**config.mk**
```make
export PLATFORM = sky130hd
export DESIGN_NAME = residual_tracker
export DESIGN_NICKNAME = d
export VERILOG_FILES = /design/src/source/admm_pkg.sv /design/src/source/residual_tracker.sv
export SDC_FILE = /design/constraint.sdc
export NUM_CORES = 1
export LEC_CHECK = 0
export BUFFER_PORTS_ARGS = -buffer_cell sky130_fd_sc_hd__buf_2
export CELL_PAD_IN_SITES_DETAIL_PLACEMENT = 1
export CELL_PAD_IN_SITES_GLOBAL_PLACEMENT = 2
export CORE_MARGIN = 2
export CORE_UTILIZATION = 28
export DETAILED_ROUTE_END_ITERATION = 7
export PLACE_DENSITY = 0.8
export SYNTH_ARGS = -nofsm -noshare
export SYNTH_HDL_FRONTEND = slang
export SYNTH_SLANG_ARGS = --single-unit
```
**constraint.sdc**
```tcl
create_clock -name clk -period 3.1 [get_ports clk]
set_clock_uncertainty 0.05 [all_clocks]
set_input_delay 0.465 -clock clk [delete_from_list [all_inputs] [get_ports clk]]
set_output_delay 0.465 -clock clk [all_outputs]
set_load 0.01 [all_outputs]
```
**src/source/admm_pkg.sv**
```systemverilog
package admm_pkg;

    // Fixed-point format, Q8.8 inside the engine
    localparam int data_width = 16;
    localparam int frac_bits = 8;

    // Host bus
    localparam int bus_width = 32;
    localparam int bus_addr_width = 12;

    typedef logic signed [data_width-1:0] fix_t;

    localparam fix_t fix_max = {1'b0, {(data_width - 1){1'b1}}};
    localparam fix_t fix_min = {1'b1, {(data_width - 1){1'b0}}};

    localparam logic [data_width-1:0] default_max_iter = 100;

    // Per-entry solver state, dual and slack side by side
    typedef struct packed {
        fix_t y;
        fix_t z;
    } admm_var_t;

    typedef struct packed {
        logic [data_width-1:0] n;
        fix_t                  u_min;
        fix_t                  u_max;
        logic [data_width-1:0] pri_tol;
        logic [data_width-1:0] dual_tol;
        logic [data_width-1:0] max_iter;
    } solve_cfg_t;

    // One entry's contribution to the residuals
    typedef struct packed {
        logic                  valid;
        logic                  last;
        logic [data_width-1:0] pri_diff;
        logic [data_width-1:0] dual_diff;
    } elem_beat_t;

    typedef struct packed {
        logic [data_width-1:0] pri_res;
        logic [data_width-1:0] dual_res;
        logic                  converged;
    } residual_t;

    // Register map, word offsets
    localparam logic [bus_addr_width-1:0] reg_ctrl = 12'd0;
    localparam logic [bus_addr_width-1:0] reg_status = 12'd1;
    localparam logic [bus_addr_width-1:0] reg_iter = 12'd2;
    localparam logic [bus_addr_width-1:0] reg_length = 12'd3;
    localparam logic [bus_addr_width-1:0] reg_u_min = 12'd4;
    localparam logic [bus_addr_width-1:0] reg_u_max = 12'd5;
    localparam logic [bus_addr_width-1:0] reg_pri_tol = 12'd6;
    localparam logic [bus_addr_width-1:0] reg_dual_tol = 12'd7;
    localparam logic [bus_addr_width-1:0] reg_pri_res = 12'd8;
    localparam logic [bus_addr_width-1:0] reg_dual_res = 12'd9;
    localparam logic [bus_addr_width-1:0] reg_max_iter = 12'd10;

    // Vector windows, 256 words each
    localparam logic [bus_addr_width-1:0] win_u = 12'h100;
    localparam logic [bus_addr_width-1:0] win_z = 12'h200;
    localparam logic [bus_addr_width-1:0] win_y = 12'h300;

endpackage

```
**src/source/residual_tracker.sv**
```systemverilog
`timescale 1ns/1ps

module residual_tracker (
    input  logic                 clk,
    input  logic                 rst,
    input  admm_pkg::solve_cfg_t cfg,
    input  admm_pkg::elem_beat_t beat,
    output admm_pkg::residual_t  result,
    output logic                 result_done
);

    localparam int dw = admm_pkg::data_width;

    logic [dw-1:0] pri_max;
    logic [dw-1:0] dual_max;
    logic [dw-1:0] pri_next;
    logic [dw-1:0] dual_next;

    assign pri_next = (beat.pri_diff > pri_max) ? beat.pri_diff : pri_max;
    assign dual_next = (beat.dual_diff > dual_max) ? beat.dual_diff : dual_max;

    always_ff @(posedge clk or posedge rst) begin
        if (rst) begin
            pri_max <= '0;
            dual_max <= '0;
            result <= '0;
            result_done <= 1'b0;
        end else begin
            result_done <= beat.valid & beat.last;
            if (beat.valid) begin
                if (beat.last) begin
                    // Sweep finished, publish and start over
                    pri_max <= '0;
                    dual_max <= '0;
                    result.pri_res <= pri_next;
                    result.dual_res <= dual_next;
                    result.converged <= (pri_next <= cfg.pri_tol) &&
                                        (dual_next <= cfg.dual_tol);
                end else begin
                    pri_max <= pri_next;
                    dual_max <= dual_next;
                end
            end
        end
    end

endmodule

```
==> summary.txt <==
Detailed routing
  – Routed wl met2: roughly 7.6 mm
  – DRC: 0
  – TritonRoute pass-1 iters: 5
  – DRT iter0 DRCs: around 150
  – Wire per inst: 18.1 um
  – Met3 WL: around 530 um
  – Max Used Layer: met4
  – Antenna-violating nets left: 0
  – Routed WL: about 15 mm
  – Vias per inst: around 4.8
  – M1 WL: 6.75 mm
  – Vias post-DR: 4031

Power and ir drop
  – Total power: between 3 and 4 mW
  – P per Cell Area: 588 mW/mm^2
  – Worst vdd ir: 321 uV
  – Lkg Pwr: 3.37 nW

Global routing
  – Global-route wire length before repair: ~25 mm
  – Largest net degree at the start of global routing: a little over 40
  – Initial antenna violation count: 1
  – Total gr overflow: 0
  – GRT Total Usage: 0.181
  – Vias in the first global route: around 4.6k

CTS
  – Clock buffer depth: 2
  – Num CTS Buffers: 9
  – TritonCTS clock tree: done
  – Root buffer cell: clkbuf_16
  – Clock insertion delay at the later pin of the skew report: roughly 0.34 ns
  – Clock-pin slew on the worst setup and hold paths: around 0.060 ns
  – Cts hold-fix bufs: 0
  – Total number of clock tree sinks: 66
  – H-tree levels: 3

Setup path
  – CP cell instances: inv_1, ha_1, nand2_2, nor4_4, o21ai_2, a31oi_4, buf_6, buf_4, mux2_4, ha_1, nand2_1, nor4_2, a21oi_2, a22oi_2, a211oi_2
  – Worst path max stage delay: 0.38 ns
  – Crit Path Max Fanout: 7
  – Critical path type: register to register
  – Worst path top cell family by delay: compound AO/OA/AOI/OAI gates
  – Worst EP required: ~3.3 ns
  – Worst path slowest cell: dfrtp_1
  – CP Buf/Inv Count: 3
  – CP Data Arrival Time: 3.64 ns
  – Endpoint class of the critical path: register
  – Startpoint Class: register
  – Top cell by count, worst path: ha_1

Placement
  – Placed cells: about 800
  – PortBufs: between 100 and 150
  – Placed inst area: a little over 0.006 mm^2
  – DPL Wire Length: around 12 mm
  – Pre-CTS setup slack: -0.783 ns
  – RePlAce Congestion: approximately 0.87

STA
  – Min Tclk post-route: roughly 3.5 ns
  – Fin. max-slew vios: 0
  – Final setup viols: 1
  – Slew @ Worst Pin: 0.889 ns
  – RSZ-0062 raised after global routing: true
  – Fin worst setup slack: -0.382 ns
  – Fin. Hold Viols: 0
  – Slew margin rel.: 0.406
  – Tcrit/Tclk final: 1.12
  – FMAX: around 290 MHz

Final layout
  – Fin util: 0.414
  – Fin cells: 843
  – Layout cells sized above 1: 0.502
  – Finished Cell Area: 0.00660 mm^2
  – Area Growth Syn to Fin: 44.1%
  – Post-layout nets: about 800
  – Fill count: approximately 1.8k

Synthesis
  – Seq/Total Area, Yosys: 0.360
  – Ranking of synthesized cells by area: dfrtp_1, ha_1, mux2_4, inv_1, mux2_2
  – Post-Synthesis Cells: approximately 420
  – Ys flop type: dfrtp_1
  – Mean Syn Cell Area: 10.8 um^2
  – Post-synth EDFFs: 0
  – FFs w/ async S/R, synth: 1.00
  – Post-synth top cells: dfrtp_1, inv_1, ha_1, mux2_4, a21oi_1
  – Syn. warnings: 0
  – Synth unique cells: 40
  – Mapped Area: around 0.0046 mm^2
  – Share of the synthesized area in the top cell type: 0.360
  – Net count after synthesis: 619
  – #FFs+latches synth: 66
  – Cell taking the most area after synthesis: dfrtp_1

Status
  – Outcome: complete, but fails checks
  – Failing checks: setup timing

Floorplanning
  – Row count: 46
  – Core area: between 0.015 and 0.02 mm^2
  – Die Height: about 130 um
  – Die Wd: around 130 um
  – Top Ports: 166
  – Die area: 0.0174 mm^2
  – Initial Utilization: 0.287

Hold path
  – HP Class: input port to asynchronous set/reset pin

Job
  – Max Cap Viol: 0
kinds of logic after synthesis:
family,count (synthesis),share of synthesized area
AOI/OAI and AO/OA,89,0.143
buffers and inverters,80,0.0753
DFF,66,0.360
adders and majority gates,64,0.175
and+or+nand+nor,64,0.0704
muxes,60,0.176
placed cells by master, fill, tap and decap left out, drive strengths merged, types with 11 or more instances in the layout:
| cell | instances |
|---|---|
| mux2 | 58 |
| buf | 200 |
| nor2 | 11 |
| a21oi | 30 |
| nand2 | 21 |
| dfrtp | 66 |
| o21ai | 11 |
| a32o | 13 |
| a22o | 18 |
| ha | 64 |
| inv | 66 |
| clkbuf | 11 |
report_power, final:
| part | switching, mW | internal, mW | total [mW] |
|---|---|---|---|
| Clock | 0.403 | 0.552 | 0.954 |
| Sequential | 0.119 | 1.06 | 1.18 |
| Combinational | 0.827 | 0.929 | 1.76 |
per-stage QoR:
stage	setup TNS [ns]	hold slack (ns)
2_1_floorplan	-0.103	0.434
6_report	-0.382	0.261
4_1_cts	-0.365	0.304
3_3_place_gp	-0.737	0.435
3_5_place_dp	-0.944	0.441
5_1_grt	-0.586	0.367
area by class of cell:
| class | count | area, um^2 | area share |
|---|---|---|---|
| diodes | 2 | 5.00 | 0.000758 |
| inverters | 66 | 248 | 0.0375 |
| multi-input cells | 279 | 2890 | 0.437 |
| clock buffers | 11 | 243 | 0.0368 |
| clock inverters | 3 | 17.5 | 0.00265 |
| repair buffers | 200 | 1280 | 0.194 |
| flip-flops and latches | 66 | 1650 | 0.250 |
| well taps | 216 | 270 | 0.0409 |
final timing paths:
kind	from	to	slack, ns	depth (start not counted)
worst max register to register	pri_max[11]$_DFFE_PP0P_	result[0]$_DFFE_PP0P_	-0.38	15
worst max-delay path	pri_max[11]$_DFFE_PP0P_	result[0]$_DFFE_PP0P_	-0.38	15
max in group asynchronous	rst	pri_max[0]$_DFFE_PP0P_	1.96	3
worst min register to register	result[21]$_DFFE_PP0P_	result[21]$_DFFE_PP0P_	0.45	1
min in group clk	beat[31]	pri_max[15]$_DFFE_PP0P_	0.42	2
worst min-delay path	rst	result_done$_DFF_PP0_	0.26	2
flip-flops by register name, summed over array words and instances (netlist names):
name / count
result: 33
result_done: 1
pri_max: 16
dual_max: 16
layer usage:
| metal | GRT usage | vias to the layer above |
|---|---|---|
| li1 | - | 1921 |
| met1 | 0.222 | 2001 |
| met2 | 0.311 | 81 |
| met3 | 0.0319 | 28 |
| met4 | 0.0821 | 0 |
| met5 | 0 | - |
timing repair:
action                     4_1_cts  5_1_grt
cloned                           2        0
buffers inserted                 3        1
setup endpoints to repair        1        1
resized for setup               31        4
pin swaps                       17        6
No activity file was read; power rests on OpenSTA's default activity.
