$ cat config.mk
export PLATFORM = sky130hd
export DESIGN_NAME = slack_dual_stage
export DESIGN_NICKNAME = d
export VERILOG_FILES = /design/src/source/admm_pkg.sv /design/src/source/slack_dual_stage.sv
export SDC_FILE = /design/constraint.sdc
export NUM_CORES = 1
export LEC_CHECK = 0
export ABC_CLOCK_PERIOD_IN_PS = 8400
export BUFFER_PORTS_ARGS = -buffer_cell sky130_fd_sc_hd__buf_2
export CELL_PAD_IN_SITES_DETAIL_PLACEMENT = 1
export CELL_PAD_IN_SITES_GLOBAL_PLACEMENT = 2
export CORE_UTILIZATION = 30
export DETAILED_ROUTE_END_ITERATION = 6
export PLACE_DENSITY = 0.79
export RECOVER_POWER = 50
export SLEW_MARGIN = 20
export SYNTH_ARGS = -nofsm -noshare
export SYNTH_HDL_FRONTEND = slang
export SYNTH_SLANG_ARGS = --single-unit
$ cat constraint.sdc
create_clock -name clk -period 8.4 [get_ports clk]
set_input_delay 0.42 -clock clk [delete_from_list [all_inputs] [get_ports clk]]
set_output_delay 0.42 -clock clk [all_outputs]
set_load 0.01 [all_outputs]
$ cat src/source/admm_pkg.sv
package admm_pkg;

    // Fixed-point format, Q8.8 inside the engine
    localparam int data_width = 16;
    localparam int frac_bits = 8;

    // Host bus
    localparam int bus_width = 32;
    localparam int bus_addr_width = 12;

    typedef logic signed [data_width-1:0] fix_t;

    localparam fix_t fix_max = {1'b0, {(data_width - 1){1'b1}}};
    localparam fix_t fix_min = {1'b1, {(data_width - 1){1'b0}}};

    localparam logic [data_width-1:0] default_max_iter = 100;

    // Per-entry solver state, dual and slack side by side
    typedef struct packed {
        fix_t y;
        fix_t z;
    } admm_var_t;

    typedef struct packed {
        logic [data_width-1:0] n;
        fix_t                  u_min;
        fix_t                  u_max;
        logic [data_width-1:0] pri_tol;
        logic [data_width-1:0] dual_tol;
        logic [data_width-1:0] max_iter;
    } solve_cfg_t;

    // One entry's contribution to the residuals
    typedef struct packed {
        logic                  valid;
        logic                  last;
        logic [data_width-1:0] pri_diff;
        logic [data_width-1:0] dual_diff;
    } elem_beat_t;

    typedef struct packed {
        logic [data_width-1:0] pri_res;
        logic [data_width-1:0] dual_res;
        logic                  converged;
    } residual_t;

    // Register map, word offsets
    localparam logic [bus_addr_width-1:0] reg_ctrl = 12'd0;
    localparam logic [bus_addr_width-1:0] reg_status = 12'd1;
    localparam logic [bus_addr_width-1:0] reg_iter = 12'd2;
    localparam logic [bus_addr_width-1:0] reg_length = 12'd3;
    localparam logic [bus_addr_width-1:0] reg_u_min = 12'd4;
    localparam logic [bus_addr_width-1:0] reg_u_max = 12'd5;
    localparam logic [bus_addr_width-1:0] reg_pri_tol = 12'd6;
    localparam logic [bus_addr_width-1:0] reg_dual_tol = 12'd7;
    localparam logic [bus_addr_width-1:0] reg_pri_res = 12'd8;
    localparam logic [bus_addr_width-1:0] reg_dual_res = 12'd9;
    localparam logic [bus_addr_width-1:0] reg_max_iter = 12'd10;

    // Vector windows, 256 words each
    localparam logic [bus_addr_width-1:0] win_u = 12'h100;
    localparam logic [bus_addr_width-1:0] win_z = 12'h200;
    localparam logic [bus_addr_width-1:0] win_y = 12'h300;

endpackage

$ cat src/source/slack_dual_stage.sv
`timescale 1ns/1ps

module slack_dual_stage #(
    parameter int elem_addr_width = 6
) (
    input  logic                       clk,
    input  logic                       rst,
    input  admm_pkg::solve_cfg_t       cfg,
    input  logic                       iter_start,
    input  logic                       first_iter,
    output logic [elem_addr_width-1:0] u_addr,
    output logic [elem_addr_width-1:0] state_rd_addr,
    input  admm_pkg::fix_t             u_data,
    input  admm_pkg::admm_var_t        state_data,
    output logic                       state_wr_en,
    output logic [elem_addr_width-1:0] state_wr_addr,
    output admm_pkg::admm_var_t        state_wr_data,
    output admm_pkg::elem_beat_t       beat
);

    localparam int dw = admm_pkg::data_width;

    // Issue stage
    logic                       active;
    logic                       first_q;
    logic [dw-1:0]              idx;
    logic                       idx_last;
    // Read stage
    logic                       rd_valid;
    logic                       rd_last;
    logic [elem_addr_width-1:0] rd_idx;
    // Write-back stage
    logic                       wb_valid;
    logic                       wb_last;
    logic [elem_addr_width-1:0] wb_idx;
    admm_pkg::admm_var_t        wb_var;
    logic [dw-1:0]              wb_pri;
    logic [dw-1:0]              wb_dual;

    admm_pkg::fix_t      y_old;
    admm_pkg::fix_t      z_old;
    admm_pkg::fix_t      z_new;
    admm_pkg::fix_t      y_new;
    logic signed [dw:0]   sum;
    logic signed [dw:0]   pri_d;
    logic signed [dw:0]   dual_d;
    logic signed [dw:0]   pri_mag;
    logic signed [dw:0]   dual_mag;
    logic signed [dw+1:0] y_sum;

    assign idx_last = (idx == cfg.n - 1'b1);
    assign u_addr = idx[elem_addr_width-1:0];
    assign state_rd_addr = idx[elem_addr_width-1:0];

    always_ff @(posedge clk or posedge rst) begin
        if (rst) begin
            active <= 1'b0;
            first_q <= 1'b0;
            idx <= '0;
            rd_valid <= 1'b0;
            rd_last <= 1'b0;
            wb_valid <= 1'b0;
            wb_last <= 1'b0;
        end else begin
            rd_valid <= active;
            rd_last <= active & idx_last;
            wb_valid <= rd_valid;
            wb_last <= rd_last;
            if (iter_start) begin
                active <= 1'b1;
                first_q <= first_iter;
                idx <= '0;
            end else if (active) begin
                idx <= idx + 1'b1;
                if (idx_last) begin
                    active <= 1'b0;
                end
            end
        end
    end

    always_comb begin
        // Previous state counts as zero on the first sweep
        y_old = first_q ? '0 : state_data.y;
        z_old = first_q ? '0 : state_data.z;
        sum = u_data + y_old;
        if (sum < cfg.u_min) begin
            z_new = cfg.u_min;
        end else if (sum > cfg.u_max) begin
            z_new = cfg.u_max;
        end else begin
            z_new = sum[dw-1:0];
        end
        y_sum = y_old + u_data - z_new;
        if (y_sum > admm_pkg::fix_max) begin
            y_new = admm_pkg::fix_max;
        end else if (y_sum < admm_pkg::fix_min) begin
            y_new = admm_pkg::fix_min;
        end else begin
            y_new = y_sum[dw-1:0];
        end
        pri_d = u_data - z_new;
        dual_d = z_new - z_old;
        pri_mag = pri_d[dw] ? -pri_d : pri_d;
        dual_mag = dual_d[dw] ? -dual_d : dual_d;
    end

    always_ff @(posedge clk) begin
        rd_idx <= u_addr;
        wb_idx <= rd_idx;
        wb_var <= '{y: y_new, z: z_new};
        wb_pri <= pri_mag[dw-1:0];
        wb_dual <= dual_mag[dw-1:0];
    end

    assign state_wr_en = wb_valid;
    assign state_wr_addr = wb_idx;
    assign state_wr_data = wb_var;
    assign beat = '{valid: wb_valid, last: wb_last, pri_diff: wb_pri, dual_diff: wb_dual};

endmodule

==> metrics.md <==
| Metric | Value |
|---|---|
| Placed Cells | `around 1500` |
| Sink Count | `98` |
| Kind of cell adding the most delay to the critical path | `compound AO/OA/AOI/OAI gates` |
| Fmax | `between 0.1 and 0.15 GHz` |
| Most frequent CP cell | `o21ai_0` |
| Gpl congestion | `0.842` |
| Via count | `~7500` |
| Routed WL | `approximately 25000 um` |
| Slew Limit Fails | `0` |
| Post-layout min period | `7.80 ns` |
| Power per cell area | `361 nW/um^2` |
| Critical path type | `reg -> reg` |
| 1st-iter DRT viols | `about 260` |
| Max Cap Viol | `0` |
| Status | `finished clean` |
| Finish-stage setup viols | `0` |
| Floorplan row count | `slightly above 60` |
| First drt pass iteration count | `4` |
| Core Area | `about 28000 sq um` |
| Critical path launch point type | `flop` |
| Post-CTS Hold Buffers | `0` |
| Hold WC Path Type | `in -> async` |
| Endpoint type of the worst setup path | `flop` |
| Most frequent cells in the layout | `buf_2, ha_1, dfxtp_1, inv_1, nor2_1` |
| Fin crit share | `0.929` |
| Final Hold Vio Count | `0` |
| Peak VDD IR | `171 uV` |
| CTS buffer count | `9` |
| Synth cell types | `~80` |
| Area Growth Syn to Fin | `18.3%` |
| Async SR Flop Fraction | `0.224` |
| Crit-path slowest cell | `or4b_2` |
| IO Pins | `around 230` |
| Initial antenna violation count | `3` |
| Die ar. | `around 29000 sq um` |
| CP Launch Point | `first_q$_DFFE_PP0P_` |
| Final #Nets | `1429` |
| Tot GR Track Use | `0.171` |
| Via density | `about 4.9` |
| Critical Path AT | `around 8.1 ns` |
| Critical-path maximum fanout | `13` |
| Remaining global-route overflow | `0` |
| CTS tree | `built` |
| CTS Buffer Depth | `2` |
| Commonest non-fill, non-tap cell in the layout | `buf_2` |
| DP HPWL | `20800 um` |
| Initial Util | `0.305` |
| Mapped Cells | `987` |
| Worst-Margin Slew | `0.866 ns` |
| Cell Count, Final, Fillers Out | `~1500` |
| Ys Warns | `0` |
| Syn_nets | `1257` |
| I/O Buffers | `184` |
| Number of global-route vias before repair | `7422` |
| Largest net degree at the start of global routing | `23` |
| Global-route wire length before repair | `38400 um` |
| Die width | `between 150 and 200 um` |
| # DRC | `0` |
| Synth Area per Inst | `8.61 sq um` |
| Layout cells sized above 1 | `0.165` |
| Detail Route Antenna Nets | `0` |
| Top_reg_cell synth | `dfxtp_1` |
| H-tree Lvls | `3` |
| DIE HEIGHT | `~170 um` |
| Worst Path Buf+Inv | `3` |
| EDFF count, synth | `0` |
| Critical Path Max Stage Delay | `between 0.6 and 0.7 ns` |
| Slew headroom | `0.422` |
| Register area share after synthesis | `0.244` |
| Final TNS setup | `0 ns` |
| CTS clk-pin slew, worst paths | `~0.08 ns` |
| Clock Latency Late Sink | `0.37 ns` |
| #FFs+latches synth | `98` |
| Worst Clk Skew | `0.0107 ns` |
| Final core occ | `0.361` |
| Post-Syn Area | `about 8500 sq um` |
| P_leak | `about 4.5 nW` |
| Required @ worst endpoint | `around 8.7 ns` |
| Clock Tree Root | `clkbuf_16` |
| DR WL/cell | `15.9 um` |
| Reg2reg start | `first_q$_DFFE_PP0P_` |
flip-flops by register name (all words and copies together) (netlist names):
register       cells
wb_pri            16
state_wr_data     32
first_q            1
rd_valid           1
active             1
idx               16
rd_idx             6
state_wr_en        1
rd_last            1
wb_dual           16
wb_last            1
state_wr_addr      6
timing repair:
action                                 4_1_cts  5_1_grt
endpoints found under the hold margin        0        0
gates resized for setup                      0       11
buffers inserted                             0        2
setup endpoints to repair                    0       44
cell families after synthesis:
family          after synthesis  share of synthesized area
compound gates              240                      0.186
xor+xnor                    111                      0.115
fa+ha+maj                   122                      0.196
buf+inv                     108                     0.0568
flops                        98                      0.244
mux                          26                     0.0318
simple gates                282                      0.170
through the flow:
stage                     hold WS (ns)  power, mW  cell area (sq um)  setup slack (ns)
after global placement           0.310       3.18               9770             0.337
after global routing             0.305       3.98              10000           -0.0402
after floorplan                  0.310       2.54               8500              1.11
after CTS                        0.251       3.65              10000             0.163
after detailed placement         0.315       3.22               9770             0.186
final                            0.233       3.63              10100             0.598
where the power goes:
group          internal [mW]  switching, mW  leakage (nW)
Clock                  0.210          0.194         0.139
Combinational           1.05           1.47          3.48
Sequential             0.661         0.0442         0.925
Total                   1.92           1.70          4.54
worst register-to-register path: cells and delay by family, from the launching register on:
kind                       cells  cell delay [ns]
adders and majority gates      4             1.31
xor gates and xnor gates       2             0.35
DFF                            1             0.46
and+or+nand+nor                7             1.87
AOI/OAI and AO/OA             16             3.20
buffers and inverters          3             0.50
cell usage after synthesis, drive strengths merged, types with 5 or more instances:
cell	number	area, sq um
mux2i	18	180
inv	71	267
buf	24	166
o21bai	6	45.0
o22ai	5	31.3
nand2	58	220
nand2b	25	156
o21ai	60	300
a21o	21	158
fa	19	380
or3	5	36.3
dfrtp	22	551
and3	9	56.3
nor2b	27	169
mux2	8	90.1
dfxtp	76	1520
xnor2	67	594
nor2	69	262
o31ai	14	124
nand3	24	120
nand4	16	100
xor2	44	385
a21oi	65	333
ha	103	1290
nand4b	5	43.8
o21a	22	165
nor3	22	115
a211oi	5	42.5
clkbuf	13	50.0
final timing paths:
path                       slack [ns]  depth (start not counted)                  endpoint
max                              0.60                         32        wb_pri[15]$_DFF_P_
min reg2reg                      0.33                          0  state_wr_addr[4]$_DFF_P_
min                              0.23                          2         rd_last$_DFF_PP0_
max in group asynchronous        7.63                          2       idx[10]$_DFFE_PP0P_
min in group clk                 0.30                          2       first_q$_DFFE_PP0P_
max reg2reg                      0.60                         32        wb_pri[15]$_DFF_P_
cell type report:
type / count / area [sq um]
Clock buffer: 10 / 239
Timing Repair Buffer: 198 / 957
Sequential cell: 98 / 2070
Inverter: 71 / 267
Antenna cell: 2 / 5.00
Fill cell: 3431 / 17800
Multi-Input combinational cell: 781 / 6000
Clock inverter: 6 / 40.0
Tap cell: 378 / 473
metal layers:
| layer | up-vias | GRT usage | routed length [um] |
|---|---|---|---|
| li1 | 3816 | - | - |
| met1 | 3551 | 0.225 | 11700 |
| met2 | 130 | 0.286 | 11600 |
| met4 | 2 | 0.0482 | 294 |
| met5 | - | 0 | 13 |
| met3 | 19 | 0.0265 | 938 |
No activity file was read; power rests on OpenSTA's default activity.
