File: src/source/admm_pkg.sv
package admm_pkg;

    // Fixed-point format, Q8.8 inside the engine
    localparam int data_width = 16;
    localparam int frac_bits = 8;

    // Host bus
    localparam int bus_width = 32;
    localparam int bus_addr_width = 12;

    typedef logic signed [data_width-1:0] fix_t;

    localparam fix_t fix_max = {1'b0, {(data_width - 1){1'b1}}};
    localparam fix_t fix_min = {1'b1, {(data_width - 1){1'b0}}};

    localparam logic [data_width-1:0] default_max_iter = 100;

    // Per-entry solver state, dual and slack side by side
    typedef struct packed {
        fix_t y;
        fix_t z;
    } admm_var_t;

    typedef struct packed {
        logic [data_width-1:0] n;
        fix_t                  u_min;
        fix_t                  u_max;
        logic [data_width-1:0] pri_tol;
        logic [data_width-1:0] dual_tol;
        logic [data_width-1:0] max_iter;
    } solve_cfg_t;

    // One entry's contribution to the residuals
    typedef struct packed {
        logic                  valid;
        logic                  last;
        logic [data_width-1:0] pri_diff;
        logic [data_width-1:0] dual_diff;
    } elem_beat_t;

    typedef struct packed {
        logic [data_width-1:0] pri_res;
        logic [data_width-1:0] dual_res;
        logic                  converged;
    } residual_t;

    // Register map, word offsets
    localparam logic [bus_addr_width-1:0] reg_ctrl = 12'd0;
    localparam logic [bus_addr_width-1:0] reg_status = 12'd1;
    localparam logic [bus_addr_width-1:0] reg_iter = 12'd2;
    localparam logic [bus_addr_width-1:0] reg_length = 12'd3;
    localparam logic [bus_addr_width-1:0] reg_u_min = 12'd4;
    localparam logic [bus_addr_width-1:0] reg_u_max = 12'd5;
    localparam logic [bus_addr_width-1:0] reg_pri_tol = 12'd6;
    localparam logic [bus_addr_width-1:0] reg_dual_tol = 12'd7;
    localparam logic [bus_addr_width-1:0] reg_pri_res = 12'd8;
    localparam logic [bus_addr_width-1:0] reg_dual_res = 12'd9;
    localparam logic [bus_addr_width-1:0] reg_max_iter = 12'd10;

    // Vector windows, 256 words each
    localparam logic [bus_addr_width-1:0] win_u = 12'h100;
    localparam logic [bus_addr_width-1:0] win_z = 12'h200;
    localparam logic [bus_addr_width-1:0] win_y = 12'h300;

endpackage

File: src/source/avalon_csr.sv
`timescale 1ns/1ps

module avalon_csr #(
    parameter int elem_addr_width = 6
) (
    input  logic                                clk,
    input  logic                                rst,
    input  logic [admm_pkg::bus_width-1:0]      writedata,
    input  logic                                read,
    input  logic                                write,
    input  logic                                chipselect,
    input  logic [admm_pkg::bus_addr_width-1:0] addr,
    output logic [admm_pkg::bus_width-1:0]      readdata,
    output admm_pkg::solve_cfg_t                cfg,
    output logic                                start,
    input  logic                                busy,
    input  logic                                done,
    input  logic [admm_pkg::bus_width-1:0]      iter,
    input  admm_pkg::residual_t                 result,
    input  logic                                result_done,
    output logic                                u_wr_en,
    output logic [elem_addr_width-1:0]          u_wr_addr,
    output admm_pkg::fix_t                      u_wr_data,
    output logic [elem_addr_width-1:0]          host_addr,
    input  admm_pkg::fix_t                      u_host_data,
    input  admm_pkg::admm_var_t                 state_host_data
);

    localparam int bw = admm_pkg::bus_width;
    localparam int dw = admm_pkg::data_width;

    typedef enum logic [1:0] {src_reg, src_u, src_z, src_y} rd_src_t;

    logic                                 wr_hit;
    logic                                 rd_hit;
    logic [admm_pkg::bus_addr_width-1:0]  win_base;
    logic [bw-1:0]                        reg_mux;
    logic [bw-1:0]                        reg_rdata;
    rd_src_t                              rd_src;
    admm_pkg::residual_t                  res_q;

    assign wr_hit = chipselect & write;
    assign rd_hit = chipselect & read;
    // Upper address bits pick the window
    assign win_base = {addr[admm_pkg::bus_addr_width-1:8], 8'h00};

    assign start = wr_hit && (addr == admm_pkg::reg_ctrl) && writedata[0] && !busy;

    assign u_wr_en = wr_hit && (win_base == admm_pkg::win_u);
    assign u_wr_addr = addr[elem_addr_width-1:0];
    assign u_wr_data = writedata[dw-1:0];
    assign host_addr = addr[elem_addr_width-1:0];

    always_ff @(posedge clk or posedge rst) begin
        if (rst) begin
            cfg <= '{n: '0, u_min: '0, u_max: '0, pri_tol: '0, dual_tol: '0,
                     max_iter: admm_pkg::default_max_iter};
            res_q <= '0;
        end else begin
            if (wr_hit) begin
                case (addr)
                    admm_pkg::reg_length:   cfg.n <= writedata[dw-1:0];
                    admm_pkg::reg_u_min:    cfg.u_min <= writedata[dw-1:0];
                    admm_pkg::reg_u_max:    cfg.u_max <= writedata[dw-1:0];
                    admm_pkg::reg_pri_tol:  cfg.pri_tol <= writedata[dw-1:0];
                    admm_pkg::reg_dual_tol: cfg.dual_tol <= writedata[dw-1:0];
                    admm_pkg::reg_max_iter: cfg.max_iter <= writedata[dw-1:0];
                    default: ;
                endcase
            end
            // Keep the latest iteration's residuals
            if (result_done) begin
                res_q <= result;
            end
        end
    end

    always_comb begin
        case (addr)
            admm_pkg::reg_status:   reg_mux = bw'({res_q.converged, done, busy});
            admm_pkg::reg_iter:     reg_mux = iter;
            admm_pkg::reg_length:   reg_mux = bw'(cfg.n);
            admm_pkg::reg_u_min:    reg_mux = bw'(cfg.u_min);
            admm_pkg::reg_u_max:    reg_mux = bw'(cfg.u_max);
            admm_pkg::reg_pri_tol:  reg_mux = bw'(cfg.pri_tol);
            admm_pkg::reg_dual_tol: reg_mux = bw'(cfg.dual_tol);
            admm_pkg::reg_pri_res:  reg_mux = bw'(res_q.pri_res);
            admm_pkg::reg_dual_res: reg_mux = bw'(res_q.dual_res);
            admm_pkg::reg_max_iter: reg_mux = bw'(cfg.max_iter);
            default:                reg_mux = '0;
        endcase
    end

    // RAM host ports already carry one cycle of latency
    always_ff @(posedge clk) begin
        if (rd_hit) begin
            reg_rdata <= reg_mux;
            if (win_base == admm_pkg::win_u) begin
                rd_src <= src_u;
            end else if (win_base == admm_pkg::win_z) begin
                rd_src <= src_z;
            end else if (win_base == admm_pkg::win_y) begin
                rd_src <= src_y;
            end else begin
                rd_src <= src_reg;
            end
        end
    end

    // Vector entries are sign extended onto the bus
    always_comb begin
        case (rd_src)
            src_u:   readdata = bw'(u_host_data);
            src_z:   readdata = bw'(state_host_data.z);
            src_y:   readdata = bw'(state_host_data.y);
            default: readdata = reg_rdata;
        endcase
    end

endmodule

File: config.mk
export PLATFORM = sky130hd
export DESIGN_NAME = avalon_csr
export DESIGN_NICKNAME = d
export VERILOG_FILES = /design/src/source/admm_pkg.sv /design/src/source/avalon_csr.sv
export SDC_FILE = /design/constraint.sdc
export NUM_CORES = 1
export LEC_CHECK = 0
export BUFFER_PORTS_ARGS = -buffer_cell sky130_fd_sc_hd__buf_2
export CAP_MARGIN = 20
export CORE_MARGIN = 2
export CORE_UTILIZATION = 44
export CTS_BUF_LIST = sky130_fd_sc_hd__clkbuf_16
export DETAILED_ROUTE_END_ITERATION = 8
export GPL_TIMING_DRIVEN = 0
export HOLD_SLACK_MARGIN = 0.02
export PLACE_DENSITY = 0.79
export RECOVER_POWER = 100
export SYNTH_ARGS = -nofsm -noshare
export SYNTH_HDL_FRONTEND = slang
export SYNTH_SLANG_ARGS = --single-unit
File: constraint.sdc
create_clock -name clk -period 4.53 [get_ports clk]
set_clock_uncertainty 0.1 [all_clocks]
set_input_delay 1.1325 -clock clk [delete_from_list [all_inputs] [get_ports clk]]
set_output_delay 1.1325 -clock clk [all_outputs]
set_load 0.01 [all_outputs]
==> reports/metrics.csv <==
stage,metric,value,unit
sta,report.final.slew_viol_count,76,
synth,syn-num-nets,765,
synth,synth-adder-area-share,0,%
sta,maxSlewHeadroom,-44.6,%
global_route,grt_max_degree,44,
critical_path,path_max_fanout,10,
run_status,status,"complete, but fails checks",
cells_and_area,area_growth,26.9,%
place,numPortBuffers,303,
route,vias,6661,
route,ant_nets,0,
die,floorplan.initialDensity,45.1,%
sta,rsz0062_at_grt,no,
power,power.density,344,nW/µm²
cts,ctsHoldBuffers,0,
route,drc_errors,0,
route,firstDrtPassIters,5,
synth,synth_cell_types,51,
cells_and_area,fin_util,57.3,%
min_path,hold_path.class,register to register,
synth,synth_compound_area_share,9.66,%
global_route,grt.total_usage,29.1,%
route,drt_iter0_markers,387,
synth,ys_seq_area_share,52.1,%
synth,synth_top_family_by_area,multiplexers,
synth,syn_area,8160,µm²
route,wl_met2,14.1,mm
critical_path,cp-end-kind,output pin,
critical_path,worstSetupPathType,input pin to output pin,
synth,synth_mux_area_share,27.4,%
critical_path,rr_startpoint,cfg[63]$_DFFE_PP0P_,
cells_and_area,final_cell_mix,"183 x clkbuf_1, 163 x buf_2, 149 x mux2_2",
die,rows,49,
cts,cts_num_sinks,163,
sta,period_share,95.6,%
cells_and_area,final_layout_size_suffix_gt1_share,41.9,%
cells_and_area,fillers,1620,
min_path,worstHoldStart,res_q[23]$_DFFE_PP0P_,
route,routed_wl,29.0,mm
cts,ctsResizeCount,0,
synth,ys_ff_latch,163,
cells_and_area,fin_nets,1091,
global_route,grt_pass1_wl,41.9,mm
die,die_area,19700,µm²
route,vias_per_cell,5.70,
die,num_io_pins,323,
synth,yosysWarnings,0,
critical_path,worstPathArrival,3.10,ns
sta,setup_viol,0,
critical_path,crit_top_cell,buf_2,
cts,insertion_delay,0.43,ns
die,fp.dieH,140,µm
sta,max_slew.worst_pin.slew,2.17,ns
synth,synth_flop_cell,dfrtp_1,
cts,clkTransAtPathRegs,0.06,ns
critical_path,max_stage_delay,0.66,ns
die,core,18100,µm²
sta,hold_violations,0,
critical_path,required,3.30,ns
global_route,grt_overflow_total,0,
run_status,violations,"max-capacitance violations, max-slew violations",
cells_and_area,design_area,10400,µm²
route,wl_per_cell,24.8,µm
synth,syn_area_per_cell,13.6,µm²
place,gp_routability_congestion,0.847,
cts,h-tree-depth,4,
synth,yosys.area_share.simple,5.86,%
synth,synthXorXnorAreaFrac,0,%
place,dp_hpwl,21.4,mm
critical_path,startpoint_type,input pin,
critical_path,crit_chain,"buf_2, buf_2, buf_2, clkbuf_1, nor4_1, and4b_1, clkbuf_1",
cts,cts_post_setup_buffers_inserted,0,
synth,synth_edf_count,34,
synth,synthArstFlopShare,79.1,%
cells_and_area,layout_commonest_cell,clkbuf_1,
power,leakage,4.86,nW
die,die_w,140,µm
global_route,grt_pass1_vias,6624,
power,total_power,3.56,mW
cts,cts_buffers,17,
sta,finalWorstSetupSlack,0.198,ns
cts,cts_tree,done,
sta,fmax,231,MHz
critical_path,crit_start,addr[1],
place,dpl_worst_slack,0.233,ns
run,cap_violations,2,
cts,root_buffer,clkbuf_16,
route,wl_met3,2.23,mm
synth,netlist_instances,600,
route,wl_met1,11.9,mm
route,top_layer,met4,
sta,tns,0,ns
place,placed_area,10100,µm²
power,ir_drop,0.000262,V
sta,min_period,4.33,ns
global_route,antenna_found_initial,1,
cts,cts.path.max_buffers,2,
critical_path,cpMaxStageDelayCell,clkbuf_1,
-- registers in the layout (all words and copies together), names as in the netlist --
signal	cells
reg_rdata	32
cfg	96
rd_src	2
res_q	33
-- worst paths after layout --
path                            cells after the start                 endpoint  slack, ns
worst max-delay path                                7                    start       0.20
worst min-delay path                                1    res_q[23]$_DFFE_PP0P_       0.40
worst max register to register                      5  reg_rdata[18]$_DFFE_PP_       2.60
worst min register to register                      1    res_q[23]$_DFFE_PP0P_       0.40
max in group asynchronous                           4      cfg[52]$_DFFE_PP0P_       0.74
min in group asynchronous                           2      cfg[41]$_DFFE_PP0P_       0.64
-- cells in the mapped netlist (3+ instances only) --
| cell type | number | area (µm²) |
|---|---|---|
| buf_2 | 14 | 70.1 |
| a22o_1 | 9 | 78.8 |
| mux4_2 | 17 | 383 |
| nand2b_1 | 4 | 25.0 |
| a21o_1 | 34 | 255 |
| nor2b_1 | 10 | 62.6 |
| nand2_1 | 17 | 63.8 |
| mux2i_1 | 15 | 150 |
| nor2_1 | 10 | 37.5 |
| buf_4 | 32 | 240 |
| o32a_1 | 3 | 30.0 |
| nor3_1 | 9 | 45.0 |
| dfstp_2 | 3 | 78.8 |
| a31oi_1 | 17 | 106 |
| a21oi_1 | 6 | 30.0 |
| mux2_2 | 149 | 1680 |
| and2_1 | 4 | 25.0 |
| a2bb2oi_1 | 4 | 35.0 |
| a22oi_1 | 21 | 158 |
| dfrtp_1 | 126 | 3150 |
| edfxtp_1 | 34 | 1020 |
| a32oi_1 | 3 | 26.3 |
| clkbuf_1 | 20 | 75.1 |
-- stage by stage --
step	cells	hold WS [ns]
2_1_floorplan	600	0.373
3_3_place_gp	1132	0.384
3_5_place_dp	1136	0.389
4_1_cts	1168	0.403
5_1_grt	1169	0.423
6_report	1169	0.402
-- power by group --
part	switching, mW	internal (mW)
Clock	0.609	0.986
Sequential	0.0235	1.54
Combinational	0.227	0.176
Total	0.859	2.70
-- per-layer routing --
metal  track usage [%]  up-vias
met5                 0        -
met4              9.52        0
met3              6.46       50
met2              49.2      326
met1              37.5     3384
li1                  -     2901
-- critical path, delay by kind of cell --
kind | cells | cell delay, ns
buf+inv | 5 | 1.58
simple gates | 2 | 0.38
-- kinds of logic after synthesis --
group | Yosys count
mux | 183
simple gates | 78
flops | 163
compound gates | 106
buf+inv | 70
-- final cells by class --
cell class	count	area (µm²)	area share, %
sequential	163	4250	41.1
multi-input combinational	367	3440	33.2
timing repair buffer	307	1350	13.0
clock buffer	19	475	4.59
buffer	69	372	3.59
tap	229	287	2.77
clock inverter	13	176	1.70
inverter	1	5.00	0.0483
antenna	1	2.50	0.0242
Note: power is estimated with default switching activity, not from simulation.
