`src/source/admm_pkg.sv`:
```
package admm_pkg;

    // Fixed-point format, Q8.8 inside the engine
    localparam int data_width = 16;
    localparam int frac_bits = 8;

    // Host bus
    localparam int bus_width = 32;
    localparam int bus_addr_width = 12;

    typedef logic signed [data_width-1:0] fix_t;

    localparam fix_t fix_max = {1'b0, {(data_width - 1){1'b1}}};
    localparam fix_t fix_min = {1'b1, {(data_width - 1){1'b0}}};

    localparam logic [data_width-1:0] default_max_iter = 100;

    // Per-entry solver state, dual and slack side by side
    typedef struct packed {
        fix_t y;
        fix_t z;
    } admm_var_t;

    typedef struct packed {
        logic [data_width-1:0] n;
        fix_t                  u_min;
        fix_t                  u_max;
        logic [data_width-1:0] pri_tol;
        logic [data_width-1:0] dual_tol;
        logic [data_width-1:0] max_iter;
    } solve_cfg_t;

    // One entry's contribution to the residuals
    typedef struct packed {
        logic                  valid;
        logic                  last;
        logic [data_width-1:0] pri_diff;
        logic [data_width-1:0] dual_diff;
    } elem_beat_t;

    typedef struct packed {
        logic [data_width-1:0] pri_res;
        logic [data_width-1:0] dual_res;
        logic                  converged;
    } residual_t;

    // Register map, word offsets
    localparam logic [bus_addr_width-1:0] reg_ctrl = 12'd0;
    localparam logic [bus_addr_width-1:0] reg_status = 12'd1;
    localparam logic [bus_addr_width-1:0] reg_iter = 12'd2;
    localparam logic [bus_addr_width-1:0] reg_length = 12'd3;
    localparam logic [bus_addr_width-1:0] reg_u_min = 12'd4;
    localparam logic [bus_addr_width-1:0] reg_u_max = 12'd5;
    localparam logic [bus_addr_width-1:0] reg_pri_tol = 12'd6;
    localparam logic [bus_addr_width-1:0] reg_dual_tol = 12'd7;
    localparam logic [bus_addr_width-1:0] reg_pri_res = 12'd8;
    localparam logic [bus_addr_width-1:0] reg_dual_res = 12'd9;
    localparam logic [bus_addr_width-1:0] reg_max_iter = 12'd10;

    // Vector windows, 256 words each
    localparam logic [bus_addr_width-1:0] win_u = 12'h100;
    localparam logic [bus_addr_width-1:0] win_z = 12'h200;
    localparam logic [bus_addr_width-1:0] win_y = 12'h300;

endpackage

```
`src/source/solver_ctrl.sv`:
```
`timescale 1ns/1ps

module solver_ctrl (
    input  logic                           clk,
    input  logic                           rst,
    input  admm_pkg::solve_cfg_t           cfg,
    input  logic                           start,
    input  admm_pkg::residual_t            result,
    input  logic                           result_done,
    output logic                           iter_start,
    output logic                           first_iter,
    output logic                           busy,
    output logic                           done,
    output logic [admm_pkg::bus_width-1:0] iter
);

    localparam int bw = admm_pkg::bus_width;

    typedef enum logic [1:0] {st_idle, st_run, st_wait} state_t;

    state_t        state;
    logic [bw-1:0] iter_next;
    logic          at_limit;

    // One cycle in st_run launches a sweep of the stage
    assign iter_start = (state == st_run);

    assign iter_next = iter + 1'b1;
    assign at_limit = (iter_next >= bw'(cfg.max_iter));

    always_ff @(posedge clk or posedge rst) begin
        if (rst) begin
            state <= st_idle;
            first_iter <= 1'b0;
            busy <= 1'b0;
            done <= 1'b0;
            iter <= '0;
        end else begin
            case (state)
                st_idle: begin
                    if (start) begin
                        state <= st_run;
                        first_iter <= 1'b1;
                        busy <= 1'b1;
                        done <= 1'b0;
                        iter <= '0;
                    end
                end
                st_run: begin
                    state <= st_wait;
                end
                st_wait: begin
                    if (result_done) begin
                        iter <= iter_next;
                        if (result.converged || at_limit) begin
                            state <= st_idle;
                            busy <= 1'b0;
                            done <= 1'b1;
                        end else begin
                            state <= st_run;
                            first_iter <= 1'b0;
                        end
                    end
                end
                default: begin
                    state <= st_idle;
                end
            endcase
        end
    end

endmodule

```
`config.mk`:
```
export PLATFORM = sky130hd
export DESIGN_NAME = solver_ctrl
export DESIGN_NICKNAME = d
export VERILOG_FILES = /design/src/source/admm_pkg.sv /design/src/source/solver_ctrl.sv
export SDC_FILE = /design/constraint.sdc
export NUM_CORES = 1
export LEC_CHECK = 0
export BUFFER_PORTS_ARGS = -buffer_cell sky130_fd_sc_hd__buf_2
export CORE_MARGIN = 3
export CORE_UTILIZATION = 45
export CTS_BUF_LIST = sky130_fd_sc_hd__clkbuf_2 sky130_fd_sc_hd__clkbuf_4 sky130_fd_sc_hd__clkbuf_8
export CTS_CLUSTER_SIZE = 16
export DETAILED_ROUTE_END_ITERATION = 10
export GPL_ROUTABILITY_DRIVEN = 1
export HOLD_SLACK_MARGIN = 0.1
export PLACE_DENSITY = 0.83
export SETUP_SLACK_MARGIN = 0.02
export SYNTH_ARGS = -nofsm -noshare
export SYNTH_HDL_FRONTEND = slang
export SYNTH_SLANG_ARGS = --single-unit
export TNS_END_PERCENT = 10
```
`constraint.sdc`:
```
create_clock -name clk -period 3.5 [get_ports clk]
set_input_delay 0.525 -clock clk [delete_from_list [all_inputs] [get_ports clk]]
set_output_delay 0.525 -clock clk [all_outputs]
set_load 0.01 [all_outputs]
```
==> flow_summary.json, run 1 <==
{
  "finClkSkew_ns": 0.0148,
  "cp-start-kind": "flop",
  "syn_area_mm2": 0.00283,
  "clk_latency_ns": 0.29,
  "grt.overflow.total": 0,
  "design.die.area_mm2": 0.00729,
  "ant_nets": 0,
  "synth_edf_count": 0,
  "fillers": 549,
  "synth_nets": 477,
  "tightest_slew_ns": 0.781,
  "io_pins": 169,
  "avgSynthCellArea_um2": 8.67,
  "finalWirelength_um": 6820,
  "ys_warn_count": 0,
  "routedWlPerCell_um": 15.0,
  "finalSetupViolCount": 0,
  "drtIter0Drc": 196,
  "crit_chain": "ha_1 -> nand3_1 -> or2_2 -> nor2_1 -> and3_1 -> nand3_1 -> xnor2_1 -> ha_1 -> nor2b_1 -> o21ai_0 -> nand2_1 -> nor4_4 -> buf_4 -> a211oi_1",
  "grt.busiest_layer": "met2",
  "irDropWorstVdd_uv": 428,
  "die_h_um": 85.4,
  "fin_setup_tns_ns": 0,
  "avgViaCountPerCell": 5.75,
  "n_antenna_cell": 0,
  "slew_viol_final": 0,
  "grt_use_met1_pct": 27.4,
  "clk_pin_slew_worst_paths_ns": 0.08,
  "holdBufCountCts": 0,
  "max_cap_violations": 0,
  "antenna_found_initial": 0,
  "fin_nets": 530,
  "slew_headroom_pct": 47.5,
  "core-area_mm2": 0.00603,
  "slowest_stage": "dfrtp_2",
  "post_dp_cell_area_mm2": 0.00318,
  "cts_root_buf": "clkbuf_8",
  "grtUsageTotal_pct": 19.7,
  "netlist_instances": 327,
  "dp_hpwl_um": 5020,
  "htreeDepth": 2,
  "drive_gt1_share_pct": 26.2,
  "grt_pass1_wl_um": 11700,
  "ys_types": 58,
  "cp_max_fo": 5,
  "via_count": 2620,
  "seq_area_um2": 927,
  "cts_buffers": 5,
  "timing.final.crit_share_pct": 91.1,
  "fin_crit_ns": 3.19,
  "cp-end-kind": "flop",
  "initial_core_util_pct": 47.0,
  "powerDensity_mw_per_mm2": 338,
  "port_buffers": 56,
  "synthArstFlopShare_pct": 100,
  "seq_area_frac_synth_pct": 32.7,
  "path_class": "flop to flop",
  "rsz0062_at_grt": "no",
  "use_met3_pct": 4.56,
  "leakage_uw": 0.00175,
  "status": "complete, no violations",
  "required_ns": 3.64,
  "cts_tree": "yes",
  "clockBufferDepth": 2,
  "cts_setup_buffers": 0,
  "multiInputGateArea_mm2": 0.00174,
  "rows": 28,
  "met2_usage_pct": 31.4,
  "r2r_setup_slack_ns": 0.31,
  "crit_arrival_ns": 3.33,
  "cpPeakStageDelay_ns": 0.42,
  "gp_congestion": 0.861,
  "die_w_um": 85.4,
  "hold_viol_final": 0,
  "first_global_vias": 2452,
  "fmax_mhz": 314,
  "cts_sinks": 37,
  "hp-class": "input pin to asynchronous set/reset pin",
  "synth_flop_cell": "dfrtp_1",
  "drcViolationCount": 0,
  "grt_max_degree": 38,
  "design_area_mm2": 0.00327,
  "synthToLayoutAreaGrowth_pct": 15.5,
  "first_pass_iters": 4,
  "synth_seq_cells": 37
}
[per-layer routing]
layer | routed length [um] | vias up
met5 | 0 | -
li1 | - | 1287
met3 | 507 | 4
met2 | 3130 | 89
met1 | 3150 | 1240
met4 | 42 | 0
[registers in the layout (all words and copies together), names as in the netlist]
signal and flops:
done 1, iter 32, first_iter 1, state 2, busy 1
[worst paths after layout]
kind,start,to,cells after the start
max,iter[1],done,14
min,rst,iter[25],3
max reg2reg,iter[1],done,14
min reg2reg,iter[31],iter[31],1
max in group asynchronous,rst,iter[1],3
min in group clk,result_done,iter[2],3
[critical path, delay by kind of cell, from the launching register on]
kind                       cells  cell delay (ns)
xor gates and xnor gates       1             0.24
adders and majority gates      2             0.51
AOI/OAI and AO/OA              2             0.20
DFF                            1             0.42
buffers and inverters          1             0.18
and+or+nand+nor                8             1.50
[area by class of cell]
class,instances,area share (%)
Clock buffer,6,2.33
Clock inverter,2,0.306
Inverter,19,2.18
Multi-Input combinational cell,251,53.2
Sequential cell,37,28.3
Tap cell,75,2.87
Timing Repair Buffer,66,10.9
[where the power goes]
part	internal, uW	leakage (uW)	switching, uW	total [uW]
combinational	119	0.00120	193	312
sequential	459	0.000503	34.3	493
clock	146	0.0000484	155	301
[kinds of logic (layout without fill, tap and decap cells)]
kind of cell             after synthesis  count (layout)  share of synthesized area (%)
AND/OR/NAND/NOR                      125             125                           27.6
flip-flops                            37              37                           32.7
XOR/XNOR                              22              22                           6.80
multiplexers                           1               1                          0.353
AO/OA/AOI/OAI                         86              86                           18.9
buffers and inverters                 39              93                           6.22
adder cells (fa/ha/maj)               17              17                           7.51
[stage by stage]
step	std cells	setup WS [ns]	util (%)	total power, uW	hold slack [ns]
3_3_place_gp	448	0.306	52.7	799	0.507
6_report	456	0.313	54.3	1110	0.331
3_5_place_dp	448	0.246	52.7	811	0.515
4_1_cts	456	0.226	54.2	1110	0.352
2_1_floorplan	327	0.373	-	706	0.547
5_1_grt	456	0.0545	54.3	1190	0.386
[repair_timing]
| action | 4_1_cts | 5_1_grt |
|---|---|---|
| resized for setup | 0 | 2 |
| endpoints found under the hold margin | 0 | 0 |
| setup endpoints to repair | 0 | 4 |
[Yosys cell counts, drive strengths merged, types with 8 or more instances]
library cell,instances,area (um^2)
a21oi,10,50.1
nand3,15,80.1
nand4,13,115
nand2,26,105
dfrtp,37,926
xnor2,11,96.3
nor2,23,86.3
and3,9,58.8
xor2,11,96.3
and2,8,53.8
clkbuf,13,60.1
nor4,9,120
o21ai,41,205
inv,19,71.3
ha,17,213
[cells in the final DEF (no fill, tap or decap), drive strengths merged, types with 10 or more instances in the layout]
cell | Yosys | final
buf | 7 | 66
o21ai | 41 | 41
dfrtp | 37 | 37
nand2 | 26 | 26
nor2 | 23 | 23
inv | 19 | 19
ha | 17 | 17
nand3 | 15 | 15
nand4 | 13 | 13
xor2 | 11 | 11
xnor2 | 11 | 11
a21oi | 10 | 10
(Power assumes the default switching activity.)
==> run 2, diff against run 1 <==
- ABC_AREA: not set -> 1
- PLACE_DENSITY: 0.83 -> 0.82
==> run 2 against run 1 <==
Combinational power hardly changed. Flip-flop and latch count stayed put. Global-route usage is 1.6 points higher. Clock skew is 0.0057 ns lower. Synthesized area is 0.62% higher. Register-to-register slack better by 0.23 ns. Routed wire length is 7.0% higher. Critical path depth is 6 higher. First-iteration DRC count is 15% higher. Sequential share of layout area is 0.41 points lower. Clock power is 2% higher. Count of clock-buffer cells in the layout stayed put. Critical path type unchanged.
==> flow_summary.json, run 2 <==
{
  "first_pass_iters": 5,
  "synth_compound_area_share_pct": 9.57,
  "path_delay_family": "simple AND/OR/NAND/NOR gates",
  "ys_types": 27,
  "synthArstFlopShare_pct": 100,
  "holdWs_ns": 0.333,
  "fin_nets": 642,
  "hp-class": "input pin to asynchronous set/reset pin",
  "crit_chain": "ha_1 -> nand2_2 -> nor2_8 -> nand2_4 -> nor2_4 -> xor2_1 -> inv_1 -> ha_1 -> nand2_1 -> inv_1 -> nand2_1 -> nand2_1 -> a21oi_1 -> nand3_1 -> nor2_1 -> nand2_1 -> nor2_1 -> nand3_1 -> o21ai_1 -> nand2_1",
  "yosysTopAreaCell": "dfrtp_1",
  "core-area_mm2": 0.00603,
  "netlist_instances": 430,
  "finalSetupViolCount": 0,
  "yosys.area.top_type_share_pct": 32.5,
  "holdBufCountCts": 0,
  "crit_arrival_ns": 3.14,
  "dp_hpwl_um": 5730,
  "largest_reg_flops": 32,
  "slew_headroom_pct": 67.5,
  "top_regs": "iter x32, state x2",
  "avgSynthCellArea_um2": 6.63,
  "via_count": 2862,
  "synthMuxAreaShare_pct": 0,
  "ant_nets": 0,
  "synth_nets": 580,
  "drive_gt1_share_pct": 18.7,
  "leakage_uw": 0.00188,
  "cpPeakStageDelay_ns": 0.45,
  "grtUsageTotal_pct": 21.2,
  "synthToLayoutAreaGrowth_pct": 16.4,
  "tightest_slew_ns": 0.487,
  "rows": 28,
  "required_ns": 3.68,
  "antenna_found_initial": 0,
  "initial_core_util_pct": 47.3,
  "synth_seq_cells": 37,
  "die_w_um": 85.6,
  "clk_latency_ns": 0.30,
  "multiInputGateArea_mm2": 0.00160,
  "synth_top_family_by_area": "simple AND/OR/NAND/NOR gates",
  "n_antenna_cell": 0,
  "drcViolationCount": 0,
  "cts_root_buf": "clkbuf_8",
  "synthAdderAreaFrac_pct": 7.46,
  "avgViaCountPerCell": 5.04,
  "gp_congestion": 0.927,
  "cts_tree": "yes",
  "regMostFlops": "iter",
  "finalWirelength_um": 7300,
  "synth_edf_count": 0,
  "cp-start-kind": "flop",
  "drtIter0Drc": 226,
  "cts_setup_buffers": 0,
  "slowest_stage": "dfrtp_1",
  "seq_area_um2": 926,
  "rsz0062_at_grt": "no",
  "ys_warn_count": 0,
  "synthTopCellsByCount": "nand2_1 (139), inv_1 (77), nor2_1 (41)",
  "max_cap_violations": 0,
  "synth_flop_cell": "dfrtp_1",
  "path_class": "flop to flop",
  "clk_pin_slew_worst_paths_ns": 0.07,
  "fin_setup_tns_ns": 0,
  "clockBufferDepth": 2,
  "cp_max_fo": 6,
  "final_cell_mix": "nand2_1 (139), inv_1 (77), buf_2 (56)",
  "fin_crit_ns": 2.96,
  "yosys.cell_count.top_type": "nand2_1",
  "design.die.area_mm2": 0.00733,
  "grt_max_degree": 38,
  "powerDensity_mw_per_mm2": 338,
  "first_global_vias": 2788,
  "status": "complete, no violations",
  "seq_area_frac_synth_pct": 32.5,
  "cts_sinks": 37,
  "synthSimpleGateAreaFrac_pct": 35.3,
  "cts_buffers": 5,
  "timing.final.crit_share_pct": 84.5,
  "htreeDepth": 2,
  "cp-end-kind": "flop",
  "grt.overflow.total": 0,
  "irDropWorstVdd_uv": 340,
  "port_buffers": 56,
  "slew_viol_final": 0,
  "finClkSkew_ns": 0.00903,
  "hold_viol_final": 0,
  "setup_ws_ns": 0.543,
  "io_pins": 169,
  "fmax_mhz": 338,
  "cts-resized-gates": 0,
  "grt_pass1_wl_um": 12500,
  "routedWlPerCell_um": 12.9,
  "dp_slack_ns": 0.506,
  "fillers": 594,
  "rr_startpoint": "iter[0]",
  "die_h_um": 85.6,
  "final_common_cell": "nand2_1",
  "path_common_cell": "nand2_1",
  "syn_area_mm2": 0.00285,
  "synth-xor-area-share_pct": 3.69,
  "synth_area_leaders": "dfrtp_1 (32%), nand2_1 (18%), inv_1 (10%)",
  "path_buf_inv": 2,
  "crit_start": "iter[0]"
}
-- run 2: per-layer routing --
layer	share of wire, %	GRT usage, %	up-vias	routed length (um)
met5	0	0	-	0
met4	1.9	7.19	0	142
met3	7.2	4.23	16	528
met2	48	37.0	106	3500
met1	43	26.2	1289	3130
li1	-	-	1451	-
-- run 2: final cells by class --
| type | count | area share [%] |
|---|---|---|
| inverter | 83 | 9.39 |
| tap | 75 | 2.83 |
| timing repair buffer | 59 | 9.13 |
| clock inverter | 2 | 0.302 |
| clock buffer | 6 | 2.30 |
| sequential | 37 | 27.9 |
| multi-input combinational | 306 | 48.2 |
-- run 2: path summary, 6_finish.rpt --
check / depth (start not counted) / slack, ns / endpoint
setup / recovery: 20 / 0.54 / first_iter
hold / removal: 3 / 0.33 / iter[2]
setup reg to reg: 20 / 0.54 / first_iter
hold reg to reg: 2 / 0.48 / busy
max in group asynchronous: 3 / 2.83 / iter[28]
min in group clk: 2 / 0.48 / busy
-- run 2: logic make-up (layout without fill, tap and decap cells) --
group,after synthesis,count (layout)
adders and majority gates,17,17
AOI/OAI and AO/OA,49,49
and+or+nand+nor,228,228
DFF,37,37
xor gates and xnor gates,12,12
buffers and inverters,87,150
-- run 2: stage by stage --
stage	total power (uW)	utilization [%]	area (um^2)	cells
6_report	1120	55.1	3320	568
5_1_grt	1190	55.1	3320	568
4_1_cts	1130	55.1	3320	568
3_5_place_dp	823	53.6	3230	560
3_3_place_gp	808	53.6	3230	560
2_1_floorplan	704	-	2850	430
-- run 2: tightest hold or removal path, delay by kind of cell --
| family | cells | cell delay, ns |
|---|---|---|
| buffers and inverters | 3 | 0.54 |
-- run 2: power breakdown --
group          switching, uW  internal (uW)
Combinational            213            101
Sequential              34.5            464
Clock                    162            146
